### config.mk
export PLATFORM = sky130hd
export DESIGN_NAME = predecoder
export DESIGN_NICKNAME = d
export VERILOG_FILES = /design/src/logic/predecode_pkg.sv /design/src/logic/gpr_fields_if.sv /design/src/logic/flow_fields_if.sv /design/src/logic/gpr_decode.sv /design/src/logic/flow_decode.sv /design/src/logic/predec_sequencer.sv /design/src/logic/predecoder.sv
export SDC_FILE = /design/constraint.sdc
export NUM_CORES = 1
export LEC_CHECK = 0
export BUFFER_PORTS_ARGS = -buffer_cell sky130_fd_sc_hd__buf_2
export CAP_MARGIN = 20
export CELL_PAD_IN_SITES_DETAIL_PLACEMENT = 1
export CELL_PAD_IN_SITES_GLOBAL_PLACEMENT = 1
export CORE_UTILIZATION = 35
export DETAILED_ROUTE_END_ITERATION = 8
export PLACE_DENSITY = 0.66
export SLEW_MARGIN = 20
export SYNTH_ARGS = -nofsm -noshare
export SYNTH_HDL_FRONTEND = slang
export SYNTH_SLANG_ARGS = --single-unit
### constraint.sdc
create_clock -name clk -period 5.5 [get_ports clk]
set_clock_uncertainty 0.2 [all_clocks]
set_input_delay 1.375 -clock clk [delete_from_list [all_inputs] [get_ports clk]]
set_output_delay 1.375 -clock clk [all_outputs]
set_load 0.05 [all_outputs]
### src/logic/predecode_pkg.sv
// shared constants and types for the predecoder
// instruction fields use the usual PowerPC layout, word bit 31 is ISA bit 0
// only the supported subset of opcodes is listed here
// spr constants hold the spr field as encoded in the word (halves swapped)

package predecode_pkg;

  // ----------------------------------------------------------------------
  // field widths
  // ----------------------------------------------------------------------
  localparam int inst_w    = 32;
  localparam int reg_idx_w = 5;
  localparam int cr_fields = 8;
  localparam int seq_w     = 5;
  localparam int opcd_w    = 6;
  localparam int xo_w      = 10;
  localparam int spr_w     = 10;

  // register file size, bounds lmw/stmw sequencing
  localparam int num_gprs = 32;

  // ----------------------------------------------------------------------
  // shared types
  // ----------------------------------------------------------------------
  typedef logic [inst_w-1:0]    inst_t;
  typedef logic [reg_idx_w-1:0] reg_index_t;
  // bit i marks condition register field i
  typedef logic [cr_fields-1:0] cr_mask_t;
  typedef logic [seq_w-1:0]     seq_ctr_t;

  // ----------------------------------------------------------------------
  // primary opcodes
  // ----------------------------------------------------------------------
  localparam logic [opcd_w-1:0] op_cmpi   = 6'd11;
  localparam logic [opcd_w-1:0] op_addi   = 6'd14;
  localparam logic [opcd_w-1:0] op_addis  = 6'd15;
  localparam logic [opcd_w-1:0] op_bc     = 6'd16;
  // also carries bcctr, told apart by the extended opcode
  localparam logic [opcd_w-1:0] op_bclr   = 6'd19;
  localparam logic [opcd_w-1:0] op_ori    = 6'd24;
  localparam logic [opcd_w-1:0] op_alu_xo = 6'd31;
  localparam logic [opcd_w-1:0] op_lwz    = 6'd32;
  localparam logic [opcd_w-1:0] op_lwzu   = 6'd33;
  localparam logic [opcd_w-1:0] op_stw    = 6'd36;
  localparam logic [opcd_w-1:0] op_stwu   = 6'd37;
  localparam logic [opcd_w-1:0] op_lmw    = 6'd46;
  localparam logic [opcd_w-1:0] op_stmw   = 6'd47;

  // ----------------------------------------------------------------------
  // extended opcodes, word bits 10:1
  // ----------------------------------------------------------------------
  localparam logic [xo_w-1:0] xop_cmp    = 10'd0;
  // add matches only with OE clear
  localparam logic [xo_w-1:0] xop_add    = 10'd266;
  localparam logic [xo_w-1:0] xop_mfspr  = 10'd339;
  localparam logic [xo_w-1:0] xop_mtspr  = 10'd467;
  localparam logic [xo_w-1:0] xxop_bclr  = 10'd16;
  localparam logic [xo_w-1:0] xxop_bcctr = 10'd528;

  // spr 8 (link) and spr 9 (count), low half first as in the word
  localparam logic [spr_w-1:0] spr_lnk = 10'b01000_00000;
  localparam logic [spr_w-1:0] spr_ctr = 10'b01001_00000;

endpackage

### src/logic/gpr_fields_if.sv
`timescale 1ns/1ps
// register operand predecode result for one step
// driven combinationally by the gpr decoder

interface gpr_fields_if;
  import predecode_pkg::*;

  logic       read_ra;
  logic       read_rb;
  logic       read_rt;
  logic       write_ra;
  logic       write_rt;
  reg_index_t ra;
  reg_index_t rb;
  reg_index_t rt;
  // operand b comes from the immediate field
  logic       b_immediate;

  modport producer (output read_ra, read_rb, read_rt, write_ra, write_rt,
                    output ra, rb, rt, b_immediate);
  modport consumer (input read_ra, read_rb, read_rt, write_ra, write_rt,
                    input ra, rb, rt, b_immediate);

endinterface

### src/logic/flow_fields_if.sv
`timescale 1ns/1ps
// branch resource predecode result, link/count/cr usage of one step
// driven combinationally by the flow decoder

interface flow_fields_if;
  import predecode_pkg::*;

  logic     read_lnk;
  logic     write_lnk;
  logic     read_ctr;
  logic     write_ctr;
  // one bit per cr field
  cr_mask_t read_cr;
  cr_mask_t write_cr;

  modport producer (output read_lnk, write_lnk, read_ctr, write_ctr,
                    output read_cr, write_cr);
  modport consumer (input read_lnk, write_lnk, read_ctr, write_ctr,
                    input read_cr, write_cr);

endinterface

### src/logic/gpr_decode.sv
`timescale 1ns/1ps
// register operand predecode, purely combinational
// cur_seq only matters for lwzu and lmw/stmw, other words must see step 0
// unsupported words give all flags zero, indices still follow the raw fields

module gpr_decode (
  input  predecode_pkg::inst_t    cur_inst,
  input  predecode_pkg::seq_ctr_t cur_seq,
  gpr_fields_if.producer          gpr
);
  import predecode_pkg::*;

  logic [opcd_w-1:0] opcd;
  logic [xo_w-1:0]   xo;
  reg_index_t        rt_f;
  reg_index_t        ra_f;
  reg_index_t        rb_f;
  logic              ra_nz;
  logic              upd_step;

  // ----------------------------------------------------------------------
  // field extraction
  // ----------------------------------------------------------------------
  assign opcd = cur_inst[31:26];
  assign rt_f = cur_inst[25:21];
  assign ra_f = cur_inst[20:16];
  assign rb_f = cur_inst[15:11];
  assign xo   = cur_inst[10:1];

  // ra = 0 means literal zero for d-form addressing and addi
  assign ra_nz = (ra_f != '0);

  // lwzu has two steps, any nonzero step is the ra update
  assign upd_step = (cur_seq != '0);

  // ----------------------------------------------------------------------
  // operand decode
  // ----------------------------------------------------------------------
  always_comb begin
    gpr.read_ra     = 1'b0;
    gpr.read_rb     = 1'b0;
    gpr.read_rt     = 1'b0;
    gpr.write_ra    = 1'b0;
    gpr.write_rt    = 1'b0;
    gpr.b_immediate = 1'b0;
    gpr.ra          = ra_f;
    gpr.rb          = rb_f;
    gpr.rt          = rt_f;

    case (opcd)
      op_addi, op_addis, op_lwz: begin
        gpr.read_ra     = ra_nz;
        gpr.write_rt    = 1'b1;
        gpr.b_immediate = 1'b1;
      end

      // logical immediate swaps roles, source sits in the rt field
      op_ori: begin
        gpr.read_ra     = 1'b1;
        gpr.write_rt    = 1'b1;
        gpr.b_immediate = 1'b1;
        gpr.ra          = rt_f;
        gpr.rt          = ra_f;
      end

      // step 0 loads, step 1 writes back the effective address
      op_lwzu: begin
        gpr.b_immediate = 1'b1;
        if (upd_step) begin
          gpr.write_ra = 1'b1;
        end else begin
          gpr.read_ra  = 1'b1;
          gpr.write_rt = 1'b1;
        end
      end

      op_stw, op_stwu: begin
        gpr.read_ra     = ra_nz;
        gpr.read_rt     = 1'b1;
        gpr.b_immediate = 1'b1;
        gpr.write_ra    = (opcd == op_stwu);
      end

      // one register per step, rt walks up from the base register
      op_lmw, op_stmw: begin
        gpr.read_ra     = ra_nz;
        gpr.write_rt    = (opcd == op_lmw);
        gpr.read_rt     = (opcd == op_stmw);
        gpr.b_immediate = 1'b1;
        gpr.rt          = rt_f + cur_seq;
      end

      op_cmpi: begin
        gpr.read_ra     = 1'b1;
        gpr.b_immediate = 1'b1;
      end

      // branch displacement counts as immediate operand
      op_bc: gpr.b_immediate = 1'b1;

      op_alu_xo: begin
        case (xo)
          xop_add: begin
            gpr.read_ra  = 1'b1;
            gpr.read_rb  = 1'b1;
            gpr.write_rt = 1'b1;
          end
          xop_cmp: begin
            gpr.read_ra = 1'b1;
            gpr.read_rb = 1'b1;
          end
          // spr moves route the gpr through the ra port
          xop_mfspr: begin
            gpr.write_ra = 1'b1;
            gpr.ra       = rt_f;
          end
          xop_mtspr: begin
            gpr.read_ra = 1'b1;
            gpr.ra      = rt_f;
          end
          default: ;
        endcase
      end

      default: ;
    endcase
  end

endmodule

### src/logic/flow_decode.sv
`timescale 1ns/1ps
// link, count and cr field predecode, purely combinational
// bo[4] set means the cr is not tested, bo[2] set means ctr is left alone
// only spr 8 and 9 are recognised for mfspr/mtspr

module flow_decode (
  input  predecode_pkg::inst_t cur_inst,
  flow_fields_if.producer      flow
);
  import predecode_pkg::*;

  logic [opcd_w-1:0] opcd;
  logic [xo_w-1:0]   xo;
  logic [spr_w-1:0]  spr;
  logic [4:0]        bo;
  logic [2:0]        bi_fld;
  logic [2:0]        bf_fld;
  logic              lk;
  logic              rc;
  logic              ctr_dec;
  cr_mask_t          br_cr;

  // 3-to-8 decode of a cr field number
  function automatic cr_mask_t field_mask(input logic [2:0] fld);
    cr_mask_t m;
    m      = '0;
    m[fld] = 1'b1;
    return m;
  endfunction

  // ----------------------------------------------------------------------
  // field extraction
  // ----------------------------------------------------------------------
  assign opcd   = cur_inst[31:26];
  assign bo     = cur_inst[25:21];
  assign bf_fld = cur_inst[25:23];
  assign bi_fld = cur_inst[20:18];
  assign spr    = cur_inst[20:11];
  assign xo     = cur_inst[10:1];
  // lk for branches, rc for record forms, same bit
  assign lk     = cur_inst[0];
  assign rc     = cur_inst[0];

  // conditional branches decrement ctr unless bo[2] is set
  assign ctr_dec = ~bo[2];
  // cr field tested by a conditional branch
  assign br_cr   = bo[4] ? '0 : field_mask(bi_fld);

  // ----------------------------------------------------------------------
  // resource decode
  // ----------------------------------------------------------------------
  always_comb begin
    flow.read_lnk  = 1'b0;
    flow.write_lnk = 1'b0;
    flow.read_ctr  = 1'b0;
    flow.write_ctr = 1'b0;
    flow.read_cr   = '0;
    flow.write_cr  = '0;

    case (opcd)
      op_bc: begin
        flow.write_lnk = lk;
        flow.read_ctr  = ctr_dec;
        flow.write_ctr = ctr_dec;
        flow.read_cr   = br_cr;
      end

      op_bclr: begin
        if (xo == xxop_bclr) begin
          flow.read_lnk  = 1'b1;
          flow.write_lnk = lk;
          flow.read_ctr  = ctr_dec;
          flow.write_ctr = ctr_dec;
          flow.read_cr   = br_cr;
        end else if (xo == xxop_bcctr) begin
          // target comes from ctr, so it is read but never decremented
          flow.write_lnk = lk;
          flow.read_ctr  = 1'b1;
          flow.read_cr   = br_cr;
        end
      end

      // compares write the field named by bf
      op_cmpi: flow.write_cr = field_mask(bf_fld);

      op_alu_xo: begin
        case (xo)
          xop_add:   flow.write_cr = cr_mask_t'(rc);
          xop_cmp:   flow.write_cr = field_mask(bf_fld);
          xop_mfspr: begin
            flow.read_lnk = (spr == spr_lnk);
            flow.read_ctr = (spr == spr_ctr);
          end
          xop_mtspr: begin
            flow.write_lnk = (spr == spr_lnk);
            flow.write_ctr = (spr == spr_ctr);
          end
          default: ;
        endcase
      end

      default: ;
    endcase
  end

endmodule

### src/logic/predec_sequencer.sv
`timescale 1ns/1ps
// latches a fetched word and walks through its steps, one record per cycle
// a new strobe is only taken while busy is low, strobes during busy are dropped
// lwzu gives 2 steps, lmw/stmw give 32 - rt, everything else 1

module predec_sequencer (
  input  logic                      clk,
  input  logic                      reset,
  input  logic                      inst_valid,
  input  predecode_pkg::inst_t      inst,
  output predecode_pkg::inst_t      cur_inst,
  output predecode_pkg::seq_ctr_t   cur_seq,
  gpr_fields_if.consumer            gpr,
  flow_fields_if.consumer           flow,
  output logic                      busy,
  output logic                      pd_valid,
  output predecode_pkg::seq_ctr_t   pd_seq,
  output logic                      read_ra,
  output logic                      read_rb,
  output logic                      read_rt,
  output logic                      write_ra,
  output logic                      write_rt,
  output predecode_pkg::reg_index_t ra,
  output predecode_pkg::reg_index_t rb,
  output predecode_pkg::reg_index_t rt,
  output logic                      b_immediate,
  output logic                      read_lnk,
  output logic                      write_lnk,
  output logic                      read_ctr,
  output logic                      write_ctr,
  output predecode_pkg::cr_mask_t   read_cr,
  output predecode_pkg::cr_mask_t   write_cr
);
  import predecode_pkg::*;

  inst_t             inst_q;
  seq_ctr_t          seq_q;
  seq_ctr_t          last_q;
  seq_ctr_t          last_step;
  logic [opcd_w-1:0] opcd_in;
  logic              accept;
  logic              step_en;

  // ----------------------------------------------------------------------
  // step count of the incoming word
  // ----------------------------------------------------------------------
  assign opcd_in = inst[31:26];

  // kept as count minus one, so 32 steps of lmw r0 fit in 5 bits
  always_comb begin
    case (opcd_in)
      op_lwzu:         last_step = seq_ctr_t'(1);
      op_lmw, op_stmw: last_step = seq_ctr_t'(num_gprs - 1) - inst[25:21];
      default:         last_step = '0;
    endcase
  end

  // ----------------------------------------------------------------------
  // step control
  // ----------------------------------------------------------------------
  assign accept  = inst_valid & ~busy;
  // a record is produced on every accepted strobe and every busy cycle
  assign step_en = accept | busy;

  // idle: decode the live word as step 0, busy: replay latched word
  assign cur_inst = busy ? inst_q : inst;
  assign cur_seq  = busy ? seq_q : '0;

  always_ff @(posedge clk) begin
    if (reset) begin
      busy   <= 1'b0;
      seq_q  <= '0;
      last_q <= '0;
    end else if (accept) begin
      busy   <= (last_step != '0);
      seq_q  <= seq_ctr_t'(1);
      last_q <= last_step;
    end else if (busy) begin
      // drop busy as the last step is registered
      busy  <= (seq_q != last_q);
      seq_q <= seq_q + 1'b1;
    end
  end

  always_ff @(posedge clk) begin
    if (accept) begin
      inst_q <= inst;
    end
  end

  // ----------------------------------------------------------------------
  // registered predecode record
  // ----------------------------------------------------------------------
  always_ff @(posedge clk) begin
    if (reset) begin
      pd_valid    <= 1'b0;
      read_ra     <= 1'b0;
      read_rb     <= 1'b0;
      read_rt     <= 1'b0;
      write_ra    <= 1'b0;
      write_rt    <= 1'b0;
      b_immediate <= 1'b0;
      read_lnk    <= 1'b0;
      write_lnk   <= 1'b0;
      read_ctr    <= 1'b0;
      write_ctr   <= 1'b0;
      read_cr     <= '0;
      write_cr    <= '0;
    end else begin
      pd_valid <= step_en;
      if (step_en) begin
        read_ra     <= gpr.read_ra;
        read_rb     <= gpr.read_rb;
        read_rt     <= gpr.read_rt;
        write_ra    <= gpr.write_ra;
        write_rt    <= gpr.write_rt;
        b_immediate <= gpr.b_immediate;
        read_lnk    <= flow.read_lnk;
        write_lnk   <= flow.write_lnk;
        read_ctr    <= flow.read_ctr;
        write_ctr   <= flow.write_ctr;
        read_cr     <= flow.read_cr;
        write_cr    <= flow.write_cr;
      end
    end
  end

  // indices and step number only mean something with pd_valid
  always_ff @(posedge clk) begin
    if (step_en) begin
      pd_seq <= cur_seq;
      ra     <= gpr.ra;
      rb     <= gpr.rb;
      rt     <= gpr.rt;
    end
  end

  // ----------------------------------------------------------------------
  // checks
  // ----------------------------------------------------------------------
  // fetch must hold off while a multi-step word is being sequenced
  a_no_strobe_busy: assert property (@(posedge clk) disable iff (reset)
    busy |-> !inst_valid)
    else $error("strobe while busy, word ignored");

  // the step counter never walks past the last step of the latched word
  a_step_bound: assert property (@(posedge clk) disable iff (reset)
    busy |-> (seq_q <= last_q))
    else $error("step counter ran past the last step");

endmodule

### src/logic/predecoder.sv
`timescale 1ns/1ps
// instruction predecoder top, one fetched word per inst_valid strobe
// records appear one cycle after the strobe, one per step on back-to-back cycles
// inst_valid must stay low while busy is high, there is no output back-pressure

module predecoder (
  input  logic                      clk,
  input  logic                      reset,
  input  logic                      inst_valid,
  input  predecode_pkg::inst_t      inst,
  output logic                      busy,
  output logic                      pd_valid,
  output predecode_pkg::seq_ctr_t   pd_seq,
  output logic                      read_ra,
  output logic                      read_rb,
  output logic                      read_rt,
  output logic                      write_ra,
  output logic                      write_rt,
  output predecode_pkg::reg_index_t ra,
  output predecode_pkg::reg_index_t rb,
  output predecode_pkg::reg_index_t rt,
  output logic                      b_immediate,
  output logic                      read_lnk,
  output logic                      write_lnk,
  output logic                      read_ctr,
  output logic                      write_ctr,
  output predecode_pkg::cr_mask_t   read_cr,
  output predecode_pkg::cr_mask_t   write_cr
);
  import predecode_pkg::*;

  // word and step seen by both decoders
  inst_t    cur_inst;
  seq_ctr_t cur_seq;

  gpr_fields_if  gpr_if ();
  flow_fields_if flow_if ();

  gpr_decode u_gpr_decode (
    .cur_inst (cur_inst),
    .cur_seq  (cur_seq),
    .gpr      (gpr_if)
  );

  flow_decode u_flow_decode (
    .cur_inst (cur_inst),
    .flow     (flow_if)
  );

  predec_sequencer u_predec_sequencer (
    .clk         (clk),
    .reset       (reset),
    .inst_valid  (inst_valid),
    .inst        (inst),
    .cur_inst    (cur_inst),
    .cur_seq     (cur_seq),
    .gpr         (gpr_if),
    .flow        (flow_if),
    .busy        (busy),
    .pd_valid    (pd_valid),
    .pd_seq      (pd_seq),
    .read_ra     (read_ra),
    .read_rb     (read_rb),
    .read_rt     (read_rt),
    .write_ra    (write_ra),
    .write_rt    (write_rt),
    .ra          (ra),
    .rb          (rb),
    .rt          (rt),
    .b_immediate (b_immediate),
    .read_lnk    (read_lnk),
    .write_lnk   (write_lnk),
    .read_ctr    (read_ctr),
    .write_ctr   (write_ctr),
    .read_cr     (read_cr),
    .write_cr    (write_cr)
  );

endmodule

==> summary.txt, run 1 <==
Tot GR Track Use = 20.0%
IR Drop Worst-Case VDD = 126 uV
Number of endpoints failing setup at the final stage = 0
Sequential-to-total area share from yosys stat = 51.6%
Critical path data arrival time = 2.06 ns
Most frequent cells in the layout = sky130_fd_sc_hd__buf_2, sky130_fd_sc_hd__edfxtp_1, sky130_fd_sc_hd__nor2_1
Number of register bits inferred by synthesis = 90
Synth top area cells = sky130_fd_sc_hd__edfxtp_1, sky130_fd_sc_hd__dfxtp_1, sky130_fd_sc_hd__mux2i_1, sky130_fd_sc_hd__nor2_1, sky130_fd_sc_hd__a32oi_1
CTS sink cnt = 90
Number of synthesized flops with an enable pin = 52
Antenna violations before repair = 0
Number of routed nets with antenna violations = 0
Largest area contributor in the synthesized netlist = sky130_fd_sc_hd__edfxtp_1
Accumulated negative setup slack = 0 ns
Final worst path period need = 3.64 ns
P_leak = 1.96 nW
Predominant post-synthesis flop cell = sky130_fd_sc_hd__edfxtp_1
Required arrival time at the worst endpoint = 3.92 ns
Iteration count of the initial detailed-routing pass = 4
Vias post-DR = 3657
Wire length per cell = 19.1 um
Worst min-delay path startpoint = u_predec_sequencer.write_cr[4]$_SDFFE_PP0P_
Area fraction in compound gates after synthesis = 15.2%
Post-Synthesis Cells = 408
Sum of net half-perimeters after detailed placement = 9460 um
Number of hold violations in the final report = 0
Via density per instance = 5.52
Mapped Avg Cell Area = 11.0 um^2
Drt drc = 0
Worst r2r dst = u_predec_sequencer.ra[4]$_DFFE_PP_
Post-synthesis xor/xnor area fraction = 2.53%
Starting Density = 35.8%
Number of flip-flops in the largest register = 32
Buffer depth of the longest clock path = 2
Register bank with the most flops = u_predec_sequencer.inst_q
Number of resized instances in the post-cts repair step = 0
Slew headroom = 40.1%
Number of nets in the layout = 526
X dimension of the die = 115 um
Nets in the synthesized netlist = 449
Sort of element at the start of the critical path = flip-flop
Diode count = 0
Filler cell count = 1435
TritonCTS clock tree = yes
Worst hold path class = reg2reg
Power density normalized to cell area = 289 mW/mm^2
Hold buffer count at CTS = 0
Depth of the CTS H-tree = 3
Synthesized area = 0.00450 mm^2
Simple-gate share of the synthesized area = 18.4%
Status = finished clean
Row count = 41
Number of input and output port buffers inserted = 82
Clock latency reported for the late side of the worst-skew pair = 0.35 ns
Adder-cell area share of the yosys netlist = 1.84%
Slew at the pin with the worst max-slew slack = 0.873 ns
Worst hold path cell count = 2
Share of the clock period used by the worst path = 66.1%
Largest family of logic cells by synthesized area = simple AND/OR/NAND/NOR gates
Final Util = 42.6%
Core outline area = 0.0126 mm^2
First DRT Iteration DRCs = 181
WHS Endpoint = u_predec_sequencer.write_cr[4]$_SDFFE_PP0P_
Worst reg2reg path startpoint = u_predec_sequencer.busy$_SDFF_PP0_
Via count of the first global-routing pass = 3713
Root buffer cell = sky130_fd_sc_hd__clkbuf_16
Worst R2R Setup Slack = 1.94 ns
Post-synth ARST share = 0%
Biggest regs = u_predec_sequencer.inst_q (32), u_predec_sequencer.read_cr (8), u_predec_sequencer.write_cr (8)
Portion of netlist area occupied by mux cells = 7.40%
Largest net degree at the start of global routing = 52
Most common cell after layout, fill and taps aside = sky130_fd_sc_hd__buf_2
Critical path class = reg2out
GP Congestion = 0.857
Die height = 115 um
Die area = 0.0133 mm^2
Layout Area Growth over Synthesis = 19.0%
Type of element capturing the critical path = output pin
Maximum frequency from static timing analysis = 275 MHz
Highest fanout seen on the critical path = 51
Clock-pin slew on the worst setup and hold paths = 0.07 ns
Unrepaired setup endpoints after global routing = no
YS warnings = 0
Area share of the largest cell type after synthesis = 34.7%
Number of top-level pins = 83
CTS Buf Count = 9
Pins Over Slew Limit = 0
Number of distinct library cells after synthesis = 69
Share of post-route cells with drive strength above 1 = 25.1%
Wire length reported by the detailed router = 12600 um
Overflow after GRT = 0
Maxcap violations = 0
Length in cells of the worst reg-to-reg path = 6
Post-CTS Setup Bufs = 0
Global-route wire length before repair = 20000 um
-- metrics by stage --
step                      instance area (um^2)  power, mW  setup WS, ns  cells  hold slack (ns)
after global routing                      5350       1.60          1.68    662            0.276
after global placement                    5060      0.938          1.84    646            0.243
final                                     5350       1.55          1.86    662            0.260
after floorplan                           4500      0.882          1.75    408            0.244
after detailed placement                  5060      0.943          1.74    646            0.248
after CTS                                 5350       1.56          1.84    662            0.259
-- critical path, stage by stage, from the launching register on --
cell,delay (ns)
sky130_fd_sc_hd__dfxtp_2,0.78
sky130_fd_sc_hd__buf_4,0.55
sky130_fd_sc_hd__buf_2,0.36
-- cell usage after synthesis (all sizes together) (6+ instances only) --
cell / number
edfxtp: 52
nor2: 44
dfxtp: 38
nand2: 26
mux2i: 22
a32oi: 13
a21oi: 11
buf: 11
nand3: 11
o21ai: 11
or3b: 11
clkbuf: 10
mux2: 10
nand3b: 10
xor2: 8
and2: 7
inv: 7
nand4: 7
or3: 7
a22oi: 6
nor3: 6
-- logic make-up after synthesis --
kind of cell	count (synthesis)
xor+xnor	13
compound gates	89
flops	90
mux	32
buf+inv	28
simple gates	150
fa+ha+maj	6
-- worst max path at each step --
stage | slack (ns) | start | endpoint | cells after the start
3_3_place_gp | 1.84 | inst[23] | u_predec_sequencer.rt[4]$_DFFE_PP_ | 9
4_1_cts | 1.84 | u_predec_sequencer.busy$_SDFF_PP0_ | busy | 2
5_1_grt | 1.68 | u_predec_sequencer.busy$_SDFF_PP0_ | u_predec_sequencer.read_cr[4]$_SDFFE_PP0P_ | 6
2_1_floorplan | 1.75 | inst_valid | u_predec_sequencer.write_ctr$_SDFFE_PP0P_ | 6
3_5_place_dp | 1.74 | inst[23] | u_predec_sequencer.rt[4]$_DFFE_PP_ | 9
6_report | 1.86 | u_predec_sequencer.busy$_SDFF_PP0_ | busy | 2
-- power breakdown --
| part | leakage (nW) | switching, mW | internal, mW |
|---|---|---|---|
| Sequential | 0.820 | 0.0147 | 0.743 |
| Clock | 0.141 | 0.270 | 0.351 |
| Combinational | 0.999 | 0.121 | 0.0490 |
-- area by class of cell --
type,instances,area [um^2],area share (%)
clock buffer,9,225,4.21
tap,172,215,4.02
multi-input combinational,290,2050,38.2
sequential,90,2320,43.4
timing repair buffer,87,448,8.37
clock inverter,7,67.6,1.26
inverter,7,26.3,0.491
-- routing by layer --
| layer | global-route usage [%] | share of wire, % |
|---|---|---|
| met1 | 25.4 | 46 |
| met4 | 8.66 | 2.0 |
| met5 | 0 | 0 |
| met3 | 3.06 | 3.8 |
| met2 | 33.7 | 49 |
(Power assumes the default switching activity.)
==> inputs of run 2 (changes only) <==
Settings changed: PLACE_DENSITY 0.66 to 0.69.
Clock period 5.5 ns to 3.23 ns, I/O delays scaled along.
==> summary.txt, run 2 (synthesis results as in run 1) <==
Filler cell count = 1417 (-1.3%)
Proportion of power drawn by the clock network = 40.6% (+0.5 points)
Most common cell after layout, fill and taps aside = sky130_fd_sc_hd__buf_2
Wire length per cell = 19.2 um (+0.69%)
TritonCTS clock tree = yes
Die area = 0.0133 mm^2 (unchanged)
Vias post-DR = 3668 (+0.30%)
Highest fanout seen on the critical path = 46 (-9.8%)
Area occupied by multi-input gates = 0.00205 mm^2 (unchanged)
Slew at the pin with the worst max-slew slack = 0.672 ns (-0.201 ns)
Tot GR Track Use = 20.7% (+0.65 points)
Internal portion of total power = 1.98 mW (+73%)
Share of the clock period used by the worst path = 88.8%
Number of nets in the layout = 535 (+1.7%)
Maxcap violations = 0 (unchanged)
CTS sink cnt = 90 (unchanged)
Sequential Power Share = 48.3% (-0.6 points)
Die height = 115 um (unchanged)
Row count = 41 (unchanged)
Worst hold path class = reg2reg
Via count of the first global-routing pass = 3781 (+1.8%)
X dimension of the die = 115 um (unchanged)
Number of top-level pins = 83 (unchanged)
Length in cells of the worst reg-to-reg path = 6 (unchanged)
Layout Area Growth over Synthesis = 20.8%
Biggest regs = u_predec_sequencer.inst_q (32), u_predec_sequencer.read_cr (8), u_predec_sequencer.write_cr (8)
IR Drop Worst-Case VDD = 194 uV (+54%)
Cells along the critical path = buf_4 > or4b_2 > o22ai_1 > a31o_1 > a32oi_1 > o21ai_1
Most frequent cells in the layout = sky130_fd_sc_hd__buf_2, sky130_fd_sc_hd__edfxtp_1, sky130_fd_sc_hd__nor2_1
Max stage delay cell, worst path = sky130_fd_sc_hd__dfxtp_4
Pins Over Slew Limit = 0 (unchanged)
Via density per instance = 5.47 (-1.0%)
Share of post-route cells with drive strength above 1 = 26.7% (+1.6 points)
Buffers plus inverters on the worst setup path = 1 (-1)
Core outline area = 0.0126 mm^2 (unchanged)
CTS Buf Count = 9 (unchanged)
CP Depth = 6 (+4)
Number of input and output port buffers inserted = 82 (unchanged)
Slew headroom = 53.9% (+14 points)
Clock latency reported for the late side of the worst-skew pair = 0.35 ns (about the same)
Number of resized instances in the post-cts repair step = 0 (unchanged)
First DRT Iteration DRCs = 259 (+43%)
P_leak = 2.00 nW (+2.2%)
Power density normalized to cell area = 492 mW/mm^2 (+70%)
Net Switching = 0.695 mW (+71%)
Hold buffer count at CTS = 0 (unchanged)
Largest net degree at the start of global routing = 47 (-9.6%)
Buffer depth of the longest clock path = 2 (unchanged)
Starting Density = 35.8% (unchanged)
Register bank with the most flops = u_predec_sequencer.inst_q
Critical Path Max Stage Delay = 0.66 ns (-0.12 ns)
Worst path setup slack after routing = 0.362 ns (-1.50 ns)
Diode count = 0 (unchanged)
Drt drc = 0 (unchanged)
Sort of element at the start of the critical path = flip-flop
Number of routed nets with antenna violations = 0 (unchanged)
Depth of the CTS H-tree = 3 (unchanged)
Overflow after GRT = 0 (unchanged)
Sequential standard cell area = 0.00233 mm^2 (+0.11%)
Root buffer cell = sky130_fd_sc_hd__clkbuf_16
Number of endpoints failing setup at the final stage = 0 (unchanged)
Maximum frequency from static timing analysis = 349 MHz
Combinational share of power = 11.1% (about the same)
Number of hold violations in the final report = 0 (unchanged)
Number of flip-flops in the largest register = 32 (unchanged)
Post-CTS Setup Bufs = 0 (unchanged)
Wire length reported by the detailed router = 12900 um (+2.1%)
Unrepaired setup endpoints after global routing = no
Type of element capturing the critical path = flip-flop
Post-layout power = 2.67 mW (+73%)
Gate family responsible for the most delay along the worst path = compound AO/OA/AOI/OAI gates
Critical path class = reg2reg
Required arrival time at the worst endpoint = 3.31 ns (-0.61 ns)
Worst hold path cell count = 2 (unchanged)
Critical path data arrival time = 2.94 ns (+0.88 ns)
Antenna violations before repair = 0 (unchanged)
Final worst path period need = 2.87 ns
Worst setup slack after placement = 0.249 ns (-1.50 ns)
Status = finished clean
GP Congestion = 0.815 (-5.0%)
Clock-pin slew on the worst setup and hold paths = 0.07 ns (about the same)
Iteration count of the initial detailed-routing pass = 4 (unchanged)
Switching power as a share of total power = 26.0% (-0.18 points)
Sum of net half-perimeters after detailed placement = 9660 um (+2.2%)
Accumulated negative setup slack = 0 ns (unchanged)
Global-route wire length before repair = 20500 um (+2.5%)
==> run 2: cell count changes in the layout (fill, tap and decap cells not counted), sizes merged <==
cell,previous run,this run
buf,87,96
clkinv,4,0
clkbuf,9,11
clkinvlp,1,3
==> run 2: area by class of cell <==
class | count | area share, %
Timing Repair Buffer | 96 | 9.49
Clock inverter | 5 | 1.13
Multi-Input combinational cell | 290 | 37.7
Sequential cell | 90 | 42.8
Tap cell | 172 | 3.96
Inverter | 7 | 0.484
Clock buffer | 11 | 4.47
==> run 2: per-layer routing <==
layer / vias up / wire length (um) / GRT usage [%]
li1: 1755 / - / -
met3: 14 / 540 / 3.90
met5: - / 0 / 0
met1: 1795 / 5840 / 26.9
met2: 104 / 6310 / 33.7
met4: 0 / 205 / 8.40
==> run 2: metrics by stage <==
| stage | hold WS (ns) | area (um^2) | utilization (%) | instances |
|---|---|---|---|---|
| after floorplan | 0.244 | 4510 | - | 408 |
| after global placement | 0.241 | 5130 | 40.8 | 655 |
| after detailed placement | 0.245 | 5130 | 40.8 | 655 |
| after CTS | 0.254 | 5430 | 43.2 | 671 |
| after global routing | 0.272 | 5430 | 43.2 | 671 |
| final | 0.252 | 5430 | 43.2 | 671 |
==> run 2: worst paths after layout <==
path	start	to	slack (ns)
setup / recovery	u_predec_sequencer.busy$_SDFF_PP0_	u_predec_sequencer.read_ctr$_SDFFE_PP0P_	0.36
hold / removal	u_predec_sequencer.write_cr[4]$_SDFFE_PP0P_	u_predec_sequencer.write_cr[4]$_SDFFE_PP0P_	0.25
setup reg to reg	u_predec_sequencer.busy$_SDFF_PP0_	u_predec_sequencer.read_ctr$_SDFFE_PP0P_	0.36
hold reg to reg	u_predec_sequencer.write_cr[4]$_SDFFE_PP0P_	u_predec_sequencer.write_cr[4]$_SDFFE_PP0P_	0.25
==> run 2: power by group through the flow <==
stage	logic (mW)	registers (mW)	clock network, mW
CTS	0.298	1.29	1.11
floorplan	0.124	1.38	0
global route	0.322	1.30	1.16
finish	0.296	1.29	1.08
global placement	0.290	1.31	0
detailed placement	0.296	1.32	0
==> run 2: tightest hold or removal path, stage by stage, from the launching register on <==
cell	delay, ns
sky130_fd_sc_hd__dfxtp_1	0.31
sky130_fd_sc_hd__nand2_1	0.05
sky130_fd_sc_hd__a21oi_1	0.05
